`config.mk`:
```
export PLATFORM = sky130hd
export DESIGN_NAME = dm_top
export DESIGN_NICKNAME = d
export VERILOG_FILES = /design/src/dm_pkg.sv /design/src/dm_abstract_cmd.sv /design/src/dm_regs.sv /design/src/dm_top.sv /design/src/dm_wb_slave.sv
export VERILOG_INCLUDE_DIRS = /design/src
export SDC_FILE = /design/constraint.sdc
export NUM_CORES = 1
export LEC_CHECK = 0
export BUFFER_PORTS_ARGS = -buffer_cell sky130_fd_sc_hd__buf_4
export CAP_MARGIN = 20
export CORE_UTILIZATION = 37
export DETAILED_ROUTE_END_ITERATION = 16
export PLACE_DENSITY = 0.64
export SLEW_MARGIN = 20
export SYNTH_ARGS = -nofsm -noshare
export SYNTH_HDL_FRONTEND = slang
export SYNTH_SLANG_ARGS = --single-unit
```
`constraint.sdc`:
```
create_clock -name clk_i -period 3 [get_ports clk_i]
set_input_delay 0 -clock clk_i [delete_from_list [all_inputs] [get_ports clk_i]]
set_output_delay 0 -clock clk_i [all_outputs]
set_load 0.01 [all_outputs]
```
`src/dm_settings.svh`:
```
// **************************************************
// widths and register map of the debug module
// only four dm registers exist, any other address reads zero
// **************************************************
`ifndef DM_SETTINGS_SVH
`define DM_SETTINGS_SVH

// wishbone bus and memory word widths
`define DM_BUS_DW              64
`define DM_ADDR_W              32
`define DM_WORD_W              32

// dm register addresses, word addressed
`define DM_ADDR_DATA0          32'h0000_0004
`define DM_ADDR_DATA1          32'h0000_0005
`define DM_ADDR_DMCONTROL      32'h0000_0010
`define DM_ADDR_COMMAND        32'h0000_0017

// dmcontrol bit positions
`define DM_HALTREQ_BIT         31
`define DM_RESUMEREQ_BIT       30

// abstract command encodings
`define DM_CMDTYPE_ACCESS_MEM  8'h02
`define DM_AAMSIZE_32          3'd2

`endif

```
`src/dm_pkg.sv`:
```
// **************************************************
// structs shared by the debug module blocks
// command layout is the access memory format only
// **************************************************
`include "dm_settings.svh"

package dm_pkg;

    // one wishbone request as seen by the slave
    typedef struct packed {
        logic [`DM_ADDR_W-1:0] addr;
        logic                  we;
        logic [`DM_BUS_DW-1:0] wdata;
        logic                  cyc;
        logic                  stb;
    } dm_wb_req_t;

    // register write strobe, valid for one cycle per transaction
    typedef struct packed {
        logic                  valid;
        logic [`DM_ADDR_W-1:0] addr;
        logic [`DM_BUS_DW-1:0] data;
    } dm_reg_wr_t;

    // access memory command word, msb first
    // a 32-bit memory read encodes as 0x0220_0000
    typedef struct packed {
        // 0x02 selects access memory
        logic [7:0]  cmdtype;
        logic        aamvirtual;
        // 2 means a 32-bit access
        logic [2:0]  aamsize;
        logic        aampostincrement;
        logic [1:0]  rsvd;
        // 0 reads memory, 1 writes it
        logic        aamwrite;
        logic [1:0]  target_specific;
        logic [13:0] rsvd_low;
    } dm_access_mem_t;

    // data0 update from the abstract command unit
    typedef struct packed {
        logic                  valid;
        logic [`DM_WORD_W-1:0] value;
    } dm_data0_upd_t;

endpackage

```
`src/dm_abstract_cmd.sv`:
```
// **************************************************
// runs 32-bit access memory reads only
// memory must return instr_i one cycle after pc_o moves
// **************************************************
`timescale 1ns/1ps
`include "dm_settings.svh"

module dm_abstract_cmd
(
    input  logic                   clk_i,
    input  logic                   rst_i,
    input  logic                   cmd_start_i,
    input  dm_pkg::dm_access_mem_t cmd_i,
    input  logic [`DM_WORD_W-1:0]  data1_i,
    input  logic [`DM_WORD_W-1:0]  instr_i,
    output logic [`DM_WORD_W-1:0]  pc_o,
    output dm_pkg::dm_data0_upd_t  data0_upd_o
);

    logic                  supported;
    logic                  launch;
    // memory word due on instr_i this cycle
    logic                  pending_q;
    logic [`DM_WORD_W-1:0] pc_q;

    // access memory, read direction, 32-bit size
    // virtual and postincrement bits are not looked at
    assign supported = (cmd_i.cmdtype == `DM_CMDTYPE_ACCESS_MEM)
                    && !cmd_i.aamwrite
                    && (cmd_i.aamsize == `DM_AAMSIZE_32);

    // other commands are dropped without a trace
    assign launch = cmd_start_i && supported;

    always_ff @(posedge clk_i)
    begin
        if (rst_i)
        begin
            pc_q      <= '0;
            pending_q <= 1'b0;
        end
        else
        begin
            pending_q <= launch;
            if (launch)
            begin
                // address is taken from data1
                pc_q <= data1_i;
            end
        end
    end

    assign pc_o = pc_q;

    // returned word goes straight to data0 on the next edge
    always_comb
    begin
        data0_upd_o.valid = pending_q;
        data0_upd_o.value = instr_i;
    end

endmodule

```
`src/dm_regs.sv`:
```
// **************************************************
// data0, data1, dmcontrol and command registers
// a command result beats a bus write to data0 on one edge
// **************************************************
`timescale 1ns/1ps
`include "dm_settings.svh"

module dm_regs
(
    input  logic                   clk_i,
    input  logic                   rst_i,
    input  dm_pkg::dm_reg_wr_t     reg_wr_i,
    input  logic [`DM_ADDR_W-1:0]  rd_addr_i,
    output logic [`DM_BUS_DW-1:0]  rd_data_o,
    input  dm_pkg::dm_data0_upd_t  data0_upd_i,
    output logic                   cmd_start_o,
    output dm_pkg::dm_access_mem_t cmd_o,
    output logic [`DM_WORD_W-1:0]  data1_o,
    output logic                   halt_req_o,
    output logic                   resume_req_o
);

    // data0 and command are 32 bits wide, read back zero extended
    logic [`DM_WORD_W-1:0] data0_q;
    logic [`DM_BUS_DW-1:0] data1_q;
    logic [`DM_BUS_DW-1:0] dmcontrol_q;
    logic [`DM_WORD_W-1:0] command_q;
    logic                  cmd_start_q;

    // write address decode
    logic wr_data0;
    logic wr_data1;
    logic wr_dmcontrol;
    logic wr_command;

    assign wr_data0     = reg_wr_i.valid && (reg_wr_i.addr == `DM_ADDR_DATA0);
    assign wr_data1     = reg_wr_i.valid && (reg_wr_i.addr == `DM_ADDR_DATA1);
    assign wr_dmcontrol = reg_wr_i.valid && (reg_wr_i.addr == `DM_ADDR_DMCONTROL);
    assign wr_command   = reg_wr_i.valid && (reg_wr_i.addr == `DM_ADDR_COMMAND);

    // data0 has two sources
    always_ff @(posedge clk_i)
    begin
        if (rst_i)
        begin
            data0_q <= '0;
        end
        else if (data0_upd_i.valid)
        begin
            // memory read result
            data0_q <= data0_upd_i.value;
        end
        else if (wr_data0)
        begin
            // only the low word of the bus is kept
            data0_q <= reg_wr_i.data[`DM_WORD_W-1:0];
        end
    end

    // bus only registers
    always_ff @(posedge clk_i)
    begin
        if (rst_i)
        begin
            data1_q     <= '0;
            dmcontrol_q <= '0;
            command_q   <= '0;
        end
        else
        begin
            if (wr_data1)
            begin
                data1_q <= reg_wr_i.data;
            end
            if (wr_dmcontrol)
            begin
                dmcontrol_q <= reg_wr_i.data;
            end
            if (wr_command)
            begin
                command_q <= reg_wr_i.data[`DM_WORD_W-1:0];
            end
        end
    end

    // start pulse comes one cycle after the command write,
    // when command_q already holds the new word
    always_ff @(posedge clk_i)
    begin
        if (rst_i)
        begin
            cmd_start_q <= 1'b0;
        end
        else
        begin
            cmd_start_q <= wr_command;
        end
    end

    // read mux, unknown addresses read zero
    always_comb
    begin
        case (rd_addr_i)
            `DM_ADDR_DATA0:
            begin
                rd_data_o = {{(`DM_BUS_DW-`DM_WORD_W){1'b0}}, data0_q};
            end
            `DM_ADDR_DATA1:
            begin
                rd_data_o = data1_q;
            end
            `DM_ADDR_DMCONTROL:
            begin
                rd_data_o = dmcontrol_q;
            end
            `DM_ADDR_COMMAND:
            begin
                rd_data_o = {{(`DM_BUS_DW-`DM_WORD_W){1'b0}}, command_q};
            end
            default:
            begin
                rd_data_o = '0;
            end
        endcase
    end

    assign cmd_start_o = cmd_start_q;
    assign cmd_o       = dm_pkg::dm_access_mem_t'(command_q);
    // address operand of the memory access
    assign data1_o     = data1_q[`DM_WORD_W-1:0];

    // run control requests leave as levels
    assign halt_req_o   = dmcontrol_q[`DM_HALTREQ_BIT];
    assign resume_req_o = dmcontrol_q[`DM_RESUMEREQ_BIT];

endmodule

```
`src/dm_top.sv`:
```
// **************************************************
// debug module with a 64-bit wishbone classic slave port
// pc_o and instr_i form a one cycle memory read path
// **************************************************
`timescale 1ns/1ps
`include "dm_settings.svh"

module dm_top
(
    input  logic                  clk_i,
    input  logic                  rst_i,
    // wishbone slave pins
    input  logic [`DM_ADDR_W-1:0] addr_i,
    input  logic                  we_i,
    input  logic [`DM_BUS_DW-1:0] data_i,
    input  logic                  cyc_i,
    input  logic                  stb_i,
    // memory read return
    input  logic [`DM_WORD_W-1:0] instr_i,
    output logic [`DM_BUS_DW-1:0] data_o,
    output logic                  ack_o,
    // memory read address
    output logic [`DM_WORD_W-1:0] pc_o,
    output logic                  halt_req_o,
    output logic                  resume_req_o
);

    dm_pkg::dm_wb_req_t     wb_req;
    dm_pkg::dm_reg_wr_t     reg_wr;
    dm_pkg::dm_data0_upd_t  data0_upd;
    dm_pkg::dm_access_mem_t cmd;
    logic [`DM_ADDR_W-1:0]  rd_addr;
    logic [`DM_BUS_DW-1:0]  rd_data;
    logic [`DM_WORD_W-1:0]  data1;
    logic                   cmd_start;

    // bundle the bus pins
    assign wb_req = '{addr: addr_i, we: we_i, wdata: data_i, cyc: cyc_i, stb: stb_i};

    dm_wb_slave u_wb_slave (
        .clk_i     (clk_i),
        .rst_i     (rst_i),
        .wb_req_i  (wb_req),
        .rd_addr_o (rd_addr),
        .rd_data_i (rd_data),
        .reg_wr_o  (reg_wr),
        .ack_o     (ack_o),
        .data_o    (data_o)
    );

    dm_regs u_regs (
        .clk_i        (clk_i),
        .rst_i        (rst_i),
        .reg_wr_i     (reg_wr),
        .rd_addr_i    (rd_addr),
        .rd_data_o    (rd_data),
        .data0_upd_i  (data0_upd),
        .cmd_start_o  (cmd_start),
        .cmd_o        (cmd),
        .data1_o      (data1),
        .halt_req_o   (halt_req_o),
        .resume_req_o (resume_req_o)
    );

    dm_abstract_cmd u_abstract_cmd (
        .clk_i       (clk_i),
        .rst_i       (rst_i),
        .cmd_start_i (cmd_start),
        .cmd_i       (cmd),
        .data1_i     (data1),
        .instr_i     (instr_i),
        .pc_o        (pc_o),
        .data0_upd_o (data0_upd)
    );

endmodule

```
`src/dm_wb_slave.sv`:
```
// **************************************************
// wishbone classic slave, no wait states after ack
// master must hold cyc and stb until ack is seen
// **************************************************
`timescale 1ns/1ps
`include "dm_settings.svh"

module dm_wb_slave
(
    input  logic                  clk_i,
    input  logic                  rst_i,
    input  dm_pkg::dm_wb_req_t    wb_req_i,
    output logic [`DM_ADDR_W-1:0] rd_addr_o,
    input  logic [`DM_BUS_DW-1:0] rd_data_i,
    output dm_pkg::dm_reg_wr_t    reg_wr_o,
    output logic                  ack_o,
    output logic [`DM_BUS_DW-1:0] data_o
);

    // slave states
    typedef enum logic [1:0] {
        ST_IDLE  = 2'd0,
        ST_READ  = 2'd1,
        ST_WRITE = 2'd2
    } state_t;

    state_t                state_q;
    // set once the write of this transaction went out
    logic                  done_q;
    logic                  ack_q;
    logic [`DM_BUS_DW-1:0] data_q;
    // transaction still held by the master
    logic                  active;
    // both strobes high starts a transaction
    logic                  start;

    assign active = wb_req_i.cyc | wb_req_i.stb;
    assign start  = wb_req_i.cyc & wb_req_i.stb;

    // the addressed register is looked up in both states
    assign rd_addr_o = wb_req_i.addr;

    // write strobe lines up with the edge that raises ack
    always_comb
    begin
        reg_wr_o.valid = (state_q == ST_WRITE) && active && !done_q;
        reg_wr_o.addr  = wb_req_i.addr;
        reg_wr_o.data  = wb_req_i.wdata;
    end

    always_ff @(posedge clk_i)
    begin
        if (rst_i)
        begin
            state_q <= ST_IDLE;
            done_q  <= 1'b0;
            ack_q   <= 1'b0;
            data_q  <= '0;
        end
        else
        begin
            case (state_q)
                ST_IDLE:
                begin
                    ack_q  <= 1'b0;
                    data_q <= '0;
                    // nothing written yet in the next transaction
                    done_q <= 1'b0;
                    if (start)
                    begin
                        state_q <= wb_req_i.we ? ST_WRITE : ST_READ;
                    end
                end

                ST_READ,
                ST_WRITE:
                begin
                    if (active)
                    begin
                        // ack held while the master keeps the cycle
                        ack_q  <= 1'b1;
                        // a write also returns the register, old value on the first edge
                        data_q <= rd_data_i;
                        if (state_q == ST_WRITE)
                        begin
                            done_q <= 1'b1;
                        end
                    end
                    else
                    begin
                        // both strobes dropped, end of transaction
                        ack_q   <= 1'b0;
                        data_q  <= '0;
                        state_q <= ST_IDLE;
                    end
                end

                default:
                begin
                    ack_q   <= 1'b0;
                    data_q  <= '0;
                    state_q <= ST_IDLE;
                end
            endcase
        end
    end

    assign ack_o  = ack_q;
    assign data_o = data_q;

endmodule

```
## Yosys cells after proc, flatten, opt, wreduce, memory -nomap -nowiden

Cells that the tools add are included.

- Output and inout bits: 99
- Register bits: 294

- Reductions and logical operators: 19
- Multiplexer cells: 11
- Eq/ne operators: 12
- Bitwise operators: 4

Operators by type and width:

| kind | count |
|---|---|
| one-hot mux 64 bit (4 select lines) | 1 |
| == test 32 x 3 -> 1 bit, second input constant | 2 |
| == test 32 x 5 -> 1 bit, second input constant | 2 |
| 2-to-1 mux 32 bit | 2 |
| logical AND 1 bit | 9 |
| == test 8 x 2 -> 1 bit, second input constant | 1 |
| 2-to-1 mux 2 bit | 3 |
| != test 2 x 1 -> 1 bit, second input constant | 3 |
| one-hot mux 2 bit (2 select lines) | 1 |
| nonzero test 2 bit | 2 |
| OR reduction 2 bit | 2 |
| == test 3 x 2 -> 1 bit, second input constant | 1 |
| 2-to-1 mux 1 bit | 3 |
| AND reduction 3 bit | 1 |
| OR reduction 3 bit | 1 |
| == test 2 x 1 -> 1 bit, second input constant | 1 |
| == test 2 bit, second input constant | 1 |
| zero test 1 bit | 2 |
| zero test 2 bit | 1 |
| != test 2 bit, second input constant | 1 |
| NOT 1 bit | 2 |
| one-hot mux 1 bit (2 select lines) | 1 |
| AND reduction 2 bit | 1 |
| AND 1 bit | 1 |
| OR 1 bit | 1 |

## Longest topological paths before layout

Gate-level depths: netlist of the first run.

- Word-level depth: 6
- Gate-level depth with buffers: 9

## Modules after synthesis

A second synthesis of the first run with hierarchy kept.

- Cells, all modules: 1523
- Area total of the unflattened synthesis: 13820.8 um2

Modules (own cells, without submodules):

| module | times used | area each (um2) | sequential area each (um2) | cells each |
|---|---|---|---|---|
| dm_regs | 1 | 9086.2 | 3863.7 | 1054 |
| dm_wb_slave | 1 | 2951.6 | 1361.3 | 290 |
| dm_abstract_cmd | 1 | 1783.0 | 660.6 | 179 |

## Worst setup path after synthesis of the first run

No wires, ideal clock.

- Path kind: register to register
- Start point: register u_wb_slave.state_q[0]
- End point: register u_regs.data1_q[55]
- Slack: 1011 ps
- Period minus slack after synthesis: 1989 ps
- Required time: 2868 ps
- Arrival: 1857 ps
- Stages on the path, launching flop included: 10
- Path buffers: 3
- Cell sequence: dfxtp_1 inv_1 ha_1 nand2b_1 or4_1 buf_2 buf_6 buf_6 o31ai_2 a21oi_1

- Cells in the longest elaborated chain, start to end: 4

RTL lines:

| element | line | source |
|---|---|---|
| start, declared | dm_wb_slave.sv:27 | `state_t state_q;` |
| start signal, assigned | dm_wb_slave.sv:71 | `state_q <= wb_req_i.we ? ST_WRITE : ST_READ;` |
| == test 2 bit | dm_wb_slave.sv:46 | `reg_wr_o.valid = (state_q == ST_WRITE) && active && !done_q;` |
| logical AND 1 bit (2 in series) | dm_wb_slave.sv:46 |  |
| logical AND 1 bit | dm_regs.sv:37 | `` assign wr_data1 = reg_wr_i.valid && (reg_wr_i.addr == `DM_ADDR_DATA1); `` |
| end signal, assigned | dm_regs.sv:73 | `data1_q <= reg_wr_i.data;` |
| end, declared | dm_regs.sv:25 | `` logic [`DM_BUS_DW-1:0] data1_q; `` |

Every way passes these cells.
A chain may end at the register's enable or synchronous reset.

## Final worst setup path of the first run

- Start point: register u_wb_slave.state_q[0]
- End point: register u_regs.data0_q[25]

- Cells in the longest elaborated chain, start to end: 5

RTL lines:

| element | line | source |
|---|---|---|
| == test 2 bit | dm_wb_slave.sv:46 |  |
| logical AND 1 bit (2 in series) | dm_wb_slave.sv:46 |  |
| logical AND 1 bit | dm_regs.sv:36 | `` assign wr_data0 = reg_wr_i.valid && (reg_wr_i.addr == `DM_ADDR_DATA0); `` |
| nonzero test 2 bit (no source line) | n/a |  |
| end signal, assigned | dm_regs.sv:51 | `data0_q <= data0_upd_i.value;` |
| end signal, assigned | dm_regs.sv:56 | `` data0_q <= reg_wr_i.data[`DM_WORD_W-1:0]; `` |
| end, declared | dm_regs.sv:24 | `` logic [`DM_WORD_W-1:0] data0_q; `` |

Every way passes these cells.

==> results of run 1 <==
-- power groups by stage --
| stage | Clock [mW] | Sequential, mW | Combinational, mW |
|---|---|---|---|
| CTS | 4.41 | 3.93 | 0.566 |
| global placement | 0 | 4.02 | 0.454 |
| detailed placement | 0 | 4.02 | 0.459 |
| global route | 4.57 | 3.93 | 0.613 |
| floorplan | 0 | 4.02 | 0.221 |
| finish | 4.33 | 3.93 | 0.569 |
-- layer usage --
layer	share of wire	vias to the layer above	routed length (um)
met5	0	-	0
met1	0.44	5505	17600
met2	0.46	489	18600
li1	-	5423	-
met3	0.076	64	3040
met4	0.024	0	960
-- cells by family after synthesis --
| kind of cell | Yosys count |
|---|---|
| flip-flops | 294 |
| multiplexers | 163 |
| AO/OA/AOI/OAI | 323 |
| AND/OR/NAND/NOR | 381 |
| adder cells (fa/ha/maj) | 4 |
| buffers and inverters | 175 |
-- registers in the layout (all words and copies together), names as in the netlist --
name / flops
u_abstract_cmd.pc_o: 32
u_abstract_cmd.pending_q: 1
u_regs.cmd_o: 32
u_regs.cmd_start_o: 1
u_regs.data0_q: 32
u_regs.data1_q: 64
u_regs.dmcontrol_q: 64
u_wb_slave.ack_o: 1
u_wb_slave.data_o: 64
u_wb_slave.done_q: 1
u_wb_slave.state_q: 2
-- path summary, 6_finish.rpt --
check / end / slack, ps
worst max-delay path: u_regs.data0_q[25] / 580
worst min-delay path: u_wb_slave.state_q[0] / 70
worst max register to register: u_regs.data0_q[25] / 580
worst min register to register: u_wb_slave.data_o[11] / 450
-- layout make-up --
| type | count | area (um^2) | share of cell area |
|---|---|---|---|
| Tap cell | 448 | 561 | 0.0327 |
| Clock inverter | 8 | 90.1 | 0.00525 |
| Multi-Input combinational cell | 871 | 6290 | 0.367 |
| Sequential cell | 294 | 5890 | 0.343 |
| Antenna cell | 1 | 2.50 | 0.000146 |
| Clock buffer | 54 | 1100 | 0.0641 |
| Inverter | 34 | 128 | 0.00744 |
| Timing Repair Buffer | 363 | 3090 | 0.180 |
-- critical path: cells and delay by family (launching register included) --
family	cells	cell delay (ps)
buf+inv	2	400
compound gates	2	410
flops	1	340
simple gates	2	880
fa+ha+maj	1	190
-- stage by stage --
step	hold WS, ps	setup slack, ps	instances
final	68.6	582	2073
after global routing	104	478	2072
after CTS	60.3	618	2072
after detailed placement	286	623	1910
after global placement	280	674	1910
after floorplan	150	1010	1340
-- synthesized netlist by cell type, types with 20 or more instances --
cell / instances / area [um^2]
nor2_1: 77 / 289
clkbuf_1: 100 / 375
and2_1: 32 / 200
nand4_1: 71 / 444
nand2b_1: 131 / 820
o31ai_1: 88 / 661
a41oi_1: 32 / 280
buf_2: 20 / 100
mux2_2: 33 / 372
a21oi_1: 95 / 475
nand2_1: 31 / 116
a221oi_1: 32 / 280
dfxtp_1: 294 / 5890
mux2i_1: 130 / 1300
inv_1: 34 / 128
a22oi_1: 62 / 465
-- layout by cell type, fill, tap and decap left out, types with 32 or more instances in the layout --
cell / instances
dfxtp_1: 293
clkbuf_16: 37
a221oi_1: 32
a21oi_1: 95
mux2_2: 33
nand4_1: 71
inv_1: 34
o31ai_1: 88
mux2i_1: 130
buf_4: 253
dlygate4sd3_1: 100
a41oi_1: 32
a22oi_1: 62
and2_1: 32
nand2b_1: 131
nor2_1: 77
-- what timing repair did --
item / in CTS / in global routing
endpoints found under the hold margin: 211 / 0
resized for setup: 0 / 0
hold buffers: 100 / 0
==> key figures, run 1 <==
Worst setup path
  – Cells on worst reg2reg path: 7
  – Crit path capture type: flop
  – Setup CP Type: reg2reg
  – CP max stage cell: or4_4
  – R2R Path Start: u_wb_slave.state_q[0]
  – CP arrival: 2750 ps
  – Crit path cell chain: inv_1 -> ha_1 -> nand2b_1 -> or4_4 -> buf_12 -> o31ai_1 -> a221oi_1
  – Req. time, crit path: 3330 ps
  – Crit. Startpoint: u_wb_slave.state_q[0]
  – Startpoint Class: flop
  – Crit Path Max Fanout: 71
  – Crit-path max cell delay: 750 ps

Drt
  – Drt initial violations: 1112
  – Final wirelength: 40200 um
  – Wire length per cell: 19.4 um
  – DRC: 0
  – Pre-Repair DR Iteration Count: 5
  – ANT nets after route: 0
  – DR vias/cell: 5.54
  – DR vias: 11481

Synthesis
  – Mux share of post-synthesis cell area: 0.130
  – Asr flop ratio synth: 0
  – Yosys cell types: 44
  – Post-Synth XOR/XNOR Area: 0
  – Mapped Area: 12800 um^2
  – Synth Instances: 1340
  – Largest family of logic cells by synthesized area: compound AO/OA/AOI/OAI gates
  – Number of synthesized flops with an enable pin: 0
  – Synth warn: 0
  – Synth Area in Compound Gates: 0.180
  – Simple-Gate Fraction of Synth Area: 0.170
  – Syn avg cell area: 9.58 um^2
  – Adder-Cell Fraction of Synth Area: 0.00390
  – Top_reg_cell synth: dfxtp_1
  – Seq/Total Area, Yosys: 0.458
  – Syn nets: 1477
  – #FFs+latches synth: 294

CTS
  – H-tree Lvls: 2
  – Root buffer cell: clkbuf_16
  – CTS sink cnt: 294
  – Clock-pin slew on the worst setup and hold paths: 60 ps
  – Clk Latency, worst-skew pair: 510 ps
  – TritonCTS clock tree: yes
  – Maximum root-to-sink buffer count: 3
  – Post-CTS setup repair buffer count: 0
  – Number of buffers created by CTS: 34

STA
  – RSZ-0062 raised after global routing: false
  – Final Hold Violating Endpoints: 0
  – Final period util: 0.806
  – Final Critical Period: 2420 ps
  – Worst relative slew slack: 0.418
  – Fin. max-slew vios: 0
  – Setup Viol. Count Final: 0
  – Final TNS setup: 0 ps
  – Actual slew at the worst max-slew pin: 873 ps
  – Max Clock Freq: 414 MHz
  – Setup Skew: 19.7 ps

Layout
  – Layout Utilization: 0.506
  – Fin area: 17100 um^2
  – Layout cells sized above 1: 0.234
  – Layout Nets: 1735
  – Number of fillers in the final layout: 3064
  – Area growth syn-to-layout: 33.5%

Global routing
  – Met3 usage: 0.0335
  – Largest net degree at the start of global routing: 98
  – Global-route usage over all layers: 0.218
  – M2 GR Usage: 0.349
  – First-pass GRT wire length: 62300 um
  – Initial antenna violation count: 1
  – GRT busiest layer: met2
  – Total grt overflow: 0
  – Met1 Usage GRT: 0.300
  – Vias in the first global route: 11292

Power
  – Sequential share of power: 0.445
  – Pwr per Cell Area: 515 nW/um^2
  – Leak Pwr: 6.88 nW
  – Clk pwr share: 0.490
  – Sw power: 1.91 mW
  – Net Sw Frac: 0.217
  – Comb power frac: 0.064
  – Int Power: 6.92 mW
  – Pwr Total: 8.83 mW
  – IR drop worst, VDD: 0.359 mV

Run status
  – Status: complete, no violations

Placement
  – Placed cell areas: 15000 um^2
  – RD Place Congestion: 0.780
  – IO buf count: 231
  – Detail Placement HPWL: 23200 um

Job
  – Max cap viols: 0

Floorplan
  – Row count: 67
  – Starting Density: 0.379
  – Die Y: 188 um
  – # IOs: 232
  – Core Box Area: 33900 um^2
  – Die Wd: 188 um
  – Total die area: 35500 um^2

Min path
  – Hold-critical path depth: 5
  – Worst Hold Class: in2reg
  – Hold Crit Start: stb_i
No activity file was read; power rests on OpenSTA's default activity.
==> run 2, diff against run 1 <==
==> constraint.sdc (replaced) <==
create_clock -name clk_i -period 2.5 [get_ports clk_i]
set_input_delay 0 -clock clk_i [delete_from_list [all_inputs] [get_ports clk_i]]
set_output_delay 0 -clock clk_i [all_outputs]
set_load 0.01 [all_outputs]
==> run 2 against run 1 <==
Routed wire length is 1.9% higher; critical path depth is the same; final cell count grew 0.24%; combinational power is 21% higher; register-to-register slack worse by 310 ps; cell area increased by 0.49%; largest cell class unchanged; sequential share of layout area shrank 0.17 points; clock skew fell by 8.6 ps; sequential power increased by 20%; clock power rose by 17%; utilization up 0.25 points.
==> key figures, run 2 (synthesis results as in run 1) <==
STA
  – Setup Viol. Count Final: 0 (unchanged)
  – Worst relative slew slack: 0.325 (-0.0929)
  – Setup Skew: 11.2 ps (-8.55 ps)
  – Max Clock Freq: 448 MHz (+8.4%)
  – Actual slew at the worst max-slew pin: 1010 ps (+139 ps)
  – Final TNS setup: 0 ps (unchanged)
  – RSZ-0062 raised after global routing: false
  – Final Hold Violating Endpoints: 0 (unchanged)
  – Final Critical Period: 2230 ps (-187 ps)
  – Final setup margin: 269 ps (-313 ps)
  – Final period util: 0.893 (+0.0866)
  – Fin. max-slew vios: 0 (unchanged)

Layout
  – Layout Nets: 1745 (+0.58%)
  – Ant diodes: 0 (-1)
  – Area growth syn-to-layout: 34.2%
  – Layout cells sized above 1: 0.237 (+0.00282)
  – Most frequent cells in the layout: 293 x dfxtp_1, 258 x buf_4, 131 x nand2b_1
  – Multi-input gate area: 6290 um^2 (unchanged)
  – Most common cell after layout, fill and taps aside: dfxtp_1
  – Number of fillers in the final layout: 3097 (+1.1%)
  – Reg area: 5890 um^2 (unchanged)

Worst setup path
  – Crit path cell chain: inv_1 -> ha_1 -> nand2b_1 -> or4_4 -> buf_4 -> o31ai_1 -> a21oi_1
  – Setup CP Type: reg2reg
  – CP Buf/Inv Count: 2 (unchanged)
  – Crit-path max cell delay: 680 ps (-70 ps)
  – Crit path capture type: flop
  – Req. time, crit path: 2840 ps (-490 ps)
  – Crit Path Max Fanout: 18 (-75%)
  – CP max stage cell: or4_4
  – CP arrival: 2570 ps (-180 ps)
  – Family with the most delay on the worst path: simple AND/OR/NAND/NOR gates
  – Startpoint Class: flop

Placement
  – IO buf count: 231 (unchanged)
  – DP Worst Slack: 280 ps (-343 ps)
  – Detail Placement HPWL: 24000 um (+3.7%)
  – RD Place Congestion: 0.772 (-1.0%)

Power
  – Net Sw Frac: 0.217 (+0.000297)
  – Int Power: 8.19 mW (+18%)
  – Sequential share of power: 0.451 (+0.006)
  – Leak Pwr: 6.91 nW (+0.41%)
  – Comb power frac: 0.066 (+0.002)
  – Pwr per Cell Area: 607 nW/um^2 (+18%)
  – IR drop worst, VDD: 0.432 mV (+20%)
  – Clk pwr share: 0.483 (-0.007)
  – Sw power: 2.27 mW (+19%)

Drt
  – DRC: 0 (unchanged)
  – Drt initial violations: 1172 (+5.4%)
  – Wire length per cell: 19.7 um (+1.7%)
  – ANT nets after route: 0 (unchanged)
  – DR vias/cell: 5.53 (-0.18%)
  – Final wirelength: 40900 um (+1.9%)
  – Pre-Repair DR Iteration Count: 5 (unchanged)
  – DR vias: 11488 (+0.061%)

Floorplan
  – Core Box Area: 33900 um^2 (unchanged)
  – Total die area: 35500 um^2 (unchanged)
  – Die Y: 188 um (unchanged)
  – Die Wd: 188 um (unchanged)
  – Row count: 67 (unchanged)
  – Starting Density: 0.379 (unchanged)
  – # IOs: 232 (unchanged)

Run status
  – Status: complete, no violations

Job
  – Max cap viols: 0 (unchanged)

CTS
  – CTS sink cnt: 294 (unchanged)
  – Clock-pin slew on the worst setup and hold paths: 60 ps (about the same)
  – # resized after CTS: 0 (unchanged)
  – Hold_buf cts: 100 (unchanged)
  – Root buffer cell: clkbuf_16
  – Number of buffers created by CTS: 34 (unchanged)
  – TritonCTS clock tree: yes
  – Maximum root-to-sink buffer count: 3 (unchanged)
  – Post-CTS setup repair buffer count: 0 (unchanged)
  – H-tree Lvls: 2 (unchanged)
  – Clk Latency, worst-skew pair: 500 ps (about the same)

Global routing
  – First-pass GRT wire length: 63600 um (+2.1%)
  – Global-route usage over all layers: 0.224 (+0.00611)
  – Initial antenna violation count: 0 (-1)
  – Vias in the first global route: 11237 (-0.49%)
  – Largest net degree at the start of global routing: 158 (+61%)
  – Total grt overflow: 0 (unchanged)

Min path
  – Worst Hold Class: in2reg
-- run 2: changes by cell type in the layout (fill, tap and decap cells not counted) --
cell and change:
diode_2 -1, buf_4 +5, clkbuf_8 -7, bufinv_16 +1
clkinvlp_4 +2, buf_12 +5
-- run 2: power by group through the flow --
stage               combinational (mW)  sequential [mW]  clock, mW
floorplan                        0.265             4.82          0
global placement                 0.547             4.82          0
detailed placement               0.555             4.82          0
CTS                              0.683             4.72       5.16
global route                     0.739             4.72       5.37
finish                           0.687             4.72       5.06
-- run 2: worst paths after layout --
check / from / endpoint / slack, ps / cells after the start
worst max-delay path: u_wb_slave.state_q[0] / u_regs.data1_q[34] / 270 / 7
worst min-delay path: stb_i / u_wb_slave.state_q[0] / 50 / 5
worst max register to register: u_wb_slave.state_q[0] / u_regs.data1_q[34] / 270 / 7
worst min register to register: u_regs.dmcontrol_q[23] / u_wb_slave.data_o[23] / 460 / 2
-- run 2: per-stage QoR --
| stage | instances | hold slack (ps) | cell area, um^2 | total power, mW | utilization |
|---|---|---|---|---|---|
| after CTS | 2078 | 39.0 | 17200 | 10.6 | 0.509 |
| after detailed placement | 1920 | 282 | 15100 | 5.38 | 0.446 |
| after global placement | 1920 | 278 | 15100 | 5.37 | 0.446 |
| after floorplan | 1340 | 150 | 12800 | 5.09 | - |
| after global routing | 2078 | 93.1 | 17200 | 10.8 | 0.509 |
| final | 2078 | 52.2 | 17200 | 10.5 | 0.509 |
-- run 2: layout make-up --
| cell class | instances | area share |
|---|---|---|
| clock inverters | 11 | 0.00784 |
| multi-input cells | 871 | 0.365 |
| clock buffers | 47 | 0.0582 |
| repair buffers | 373 | 0.187 |
| inverters | 34 | 0.00741 |
| well taps | 448 | 0.0325 |
| flip-flops and latches | 294 | 0.342 |
-- run 2: worst min-delay path: cells and delay by family --
family          cells  cell delay, ps
simple gates        2             170
compound gates      1             120
buf+inv             1              90
mux                 1             140
-- run 2: layer usage --
metal / share of wire / GRT usage / up-vias
met5: 0 / 0 / -
met4: 0.019 / 0.0614 / 0
met3: 0.070 / 0.0354 / 53
met2: 0.47 / 0.363 / 465
met1: 0.45 / 0.309 / 5537
li1: - / - / 5433
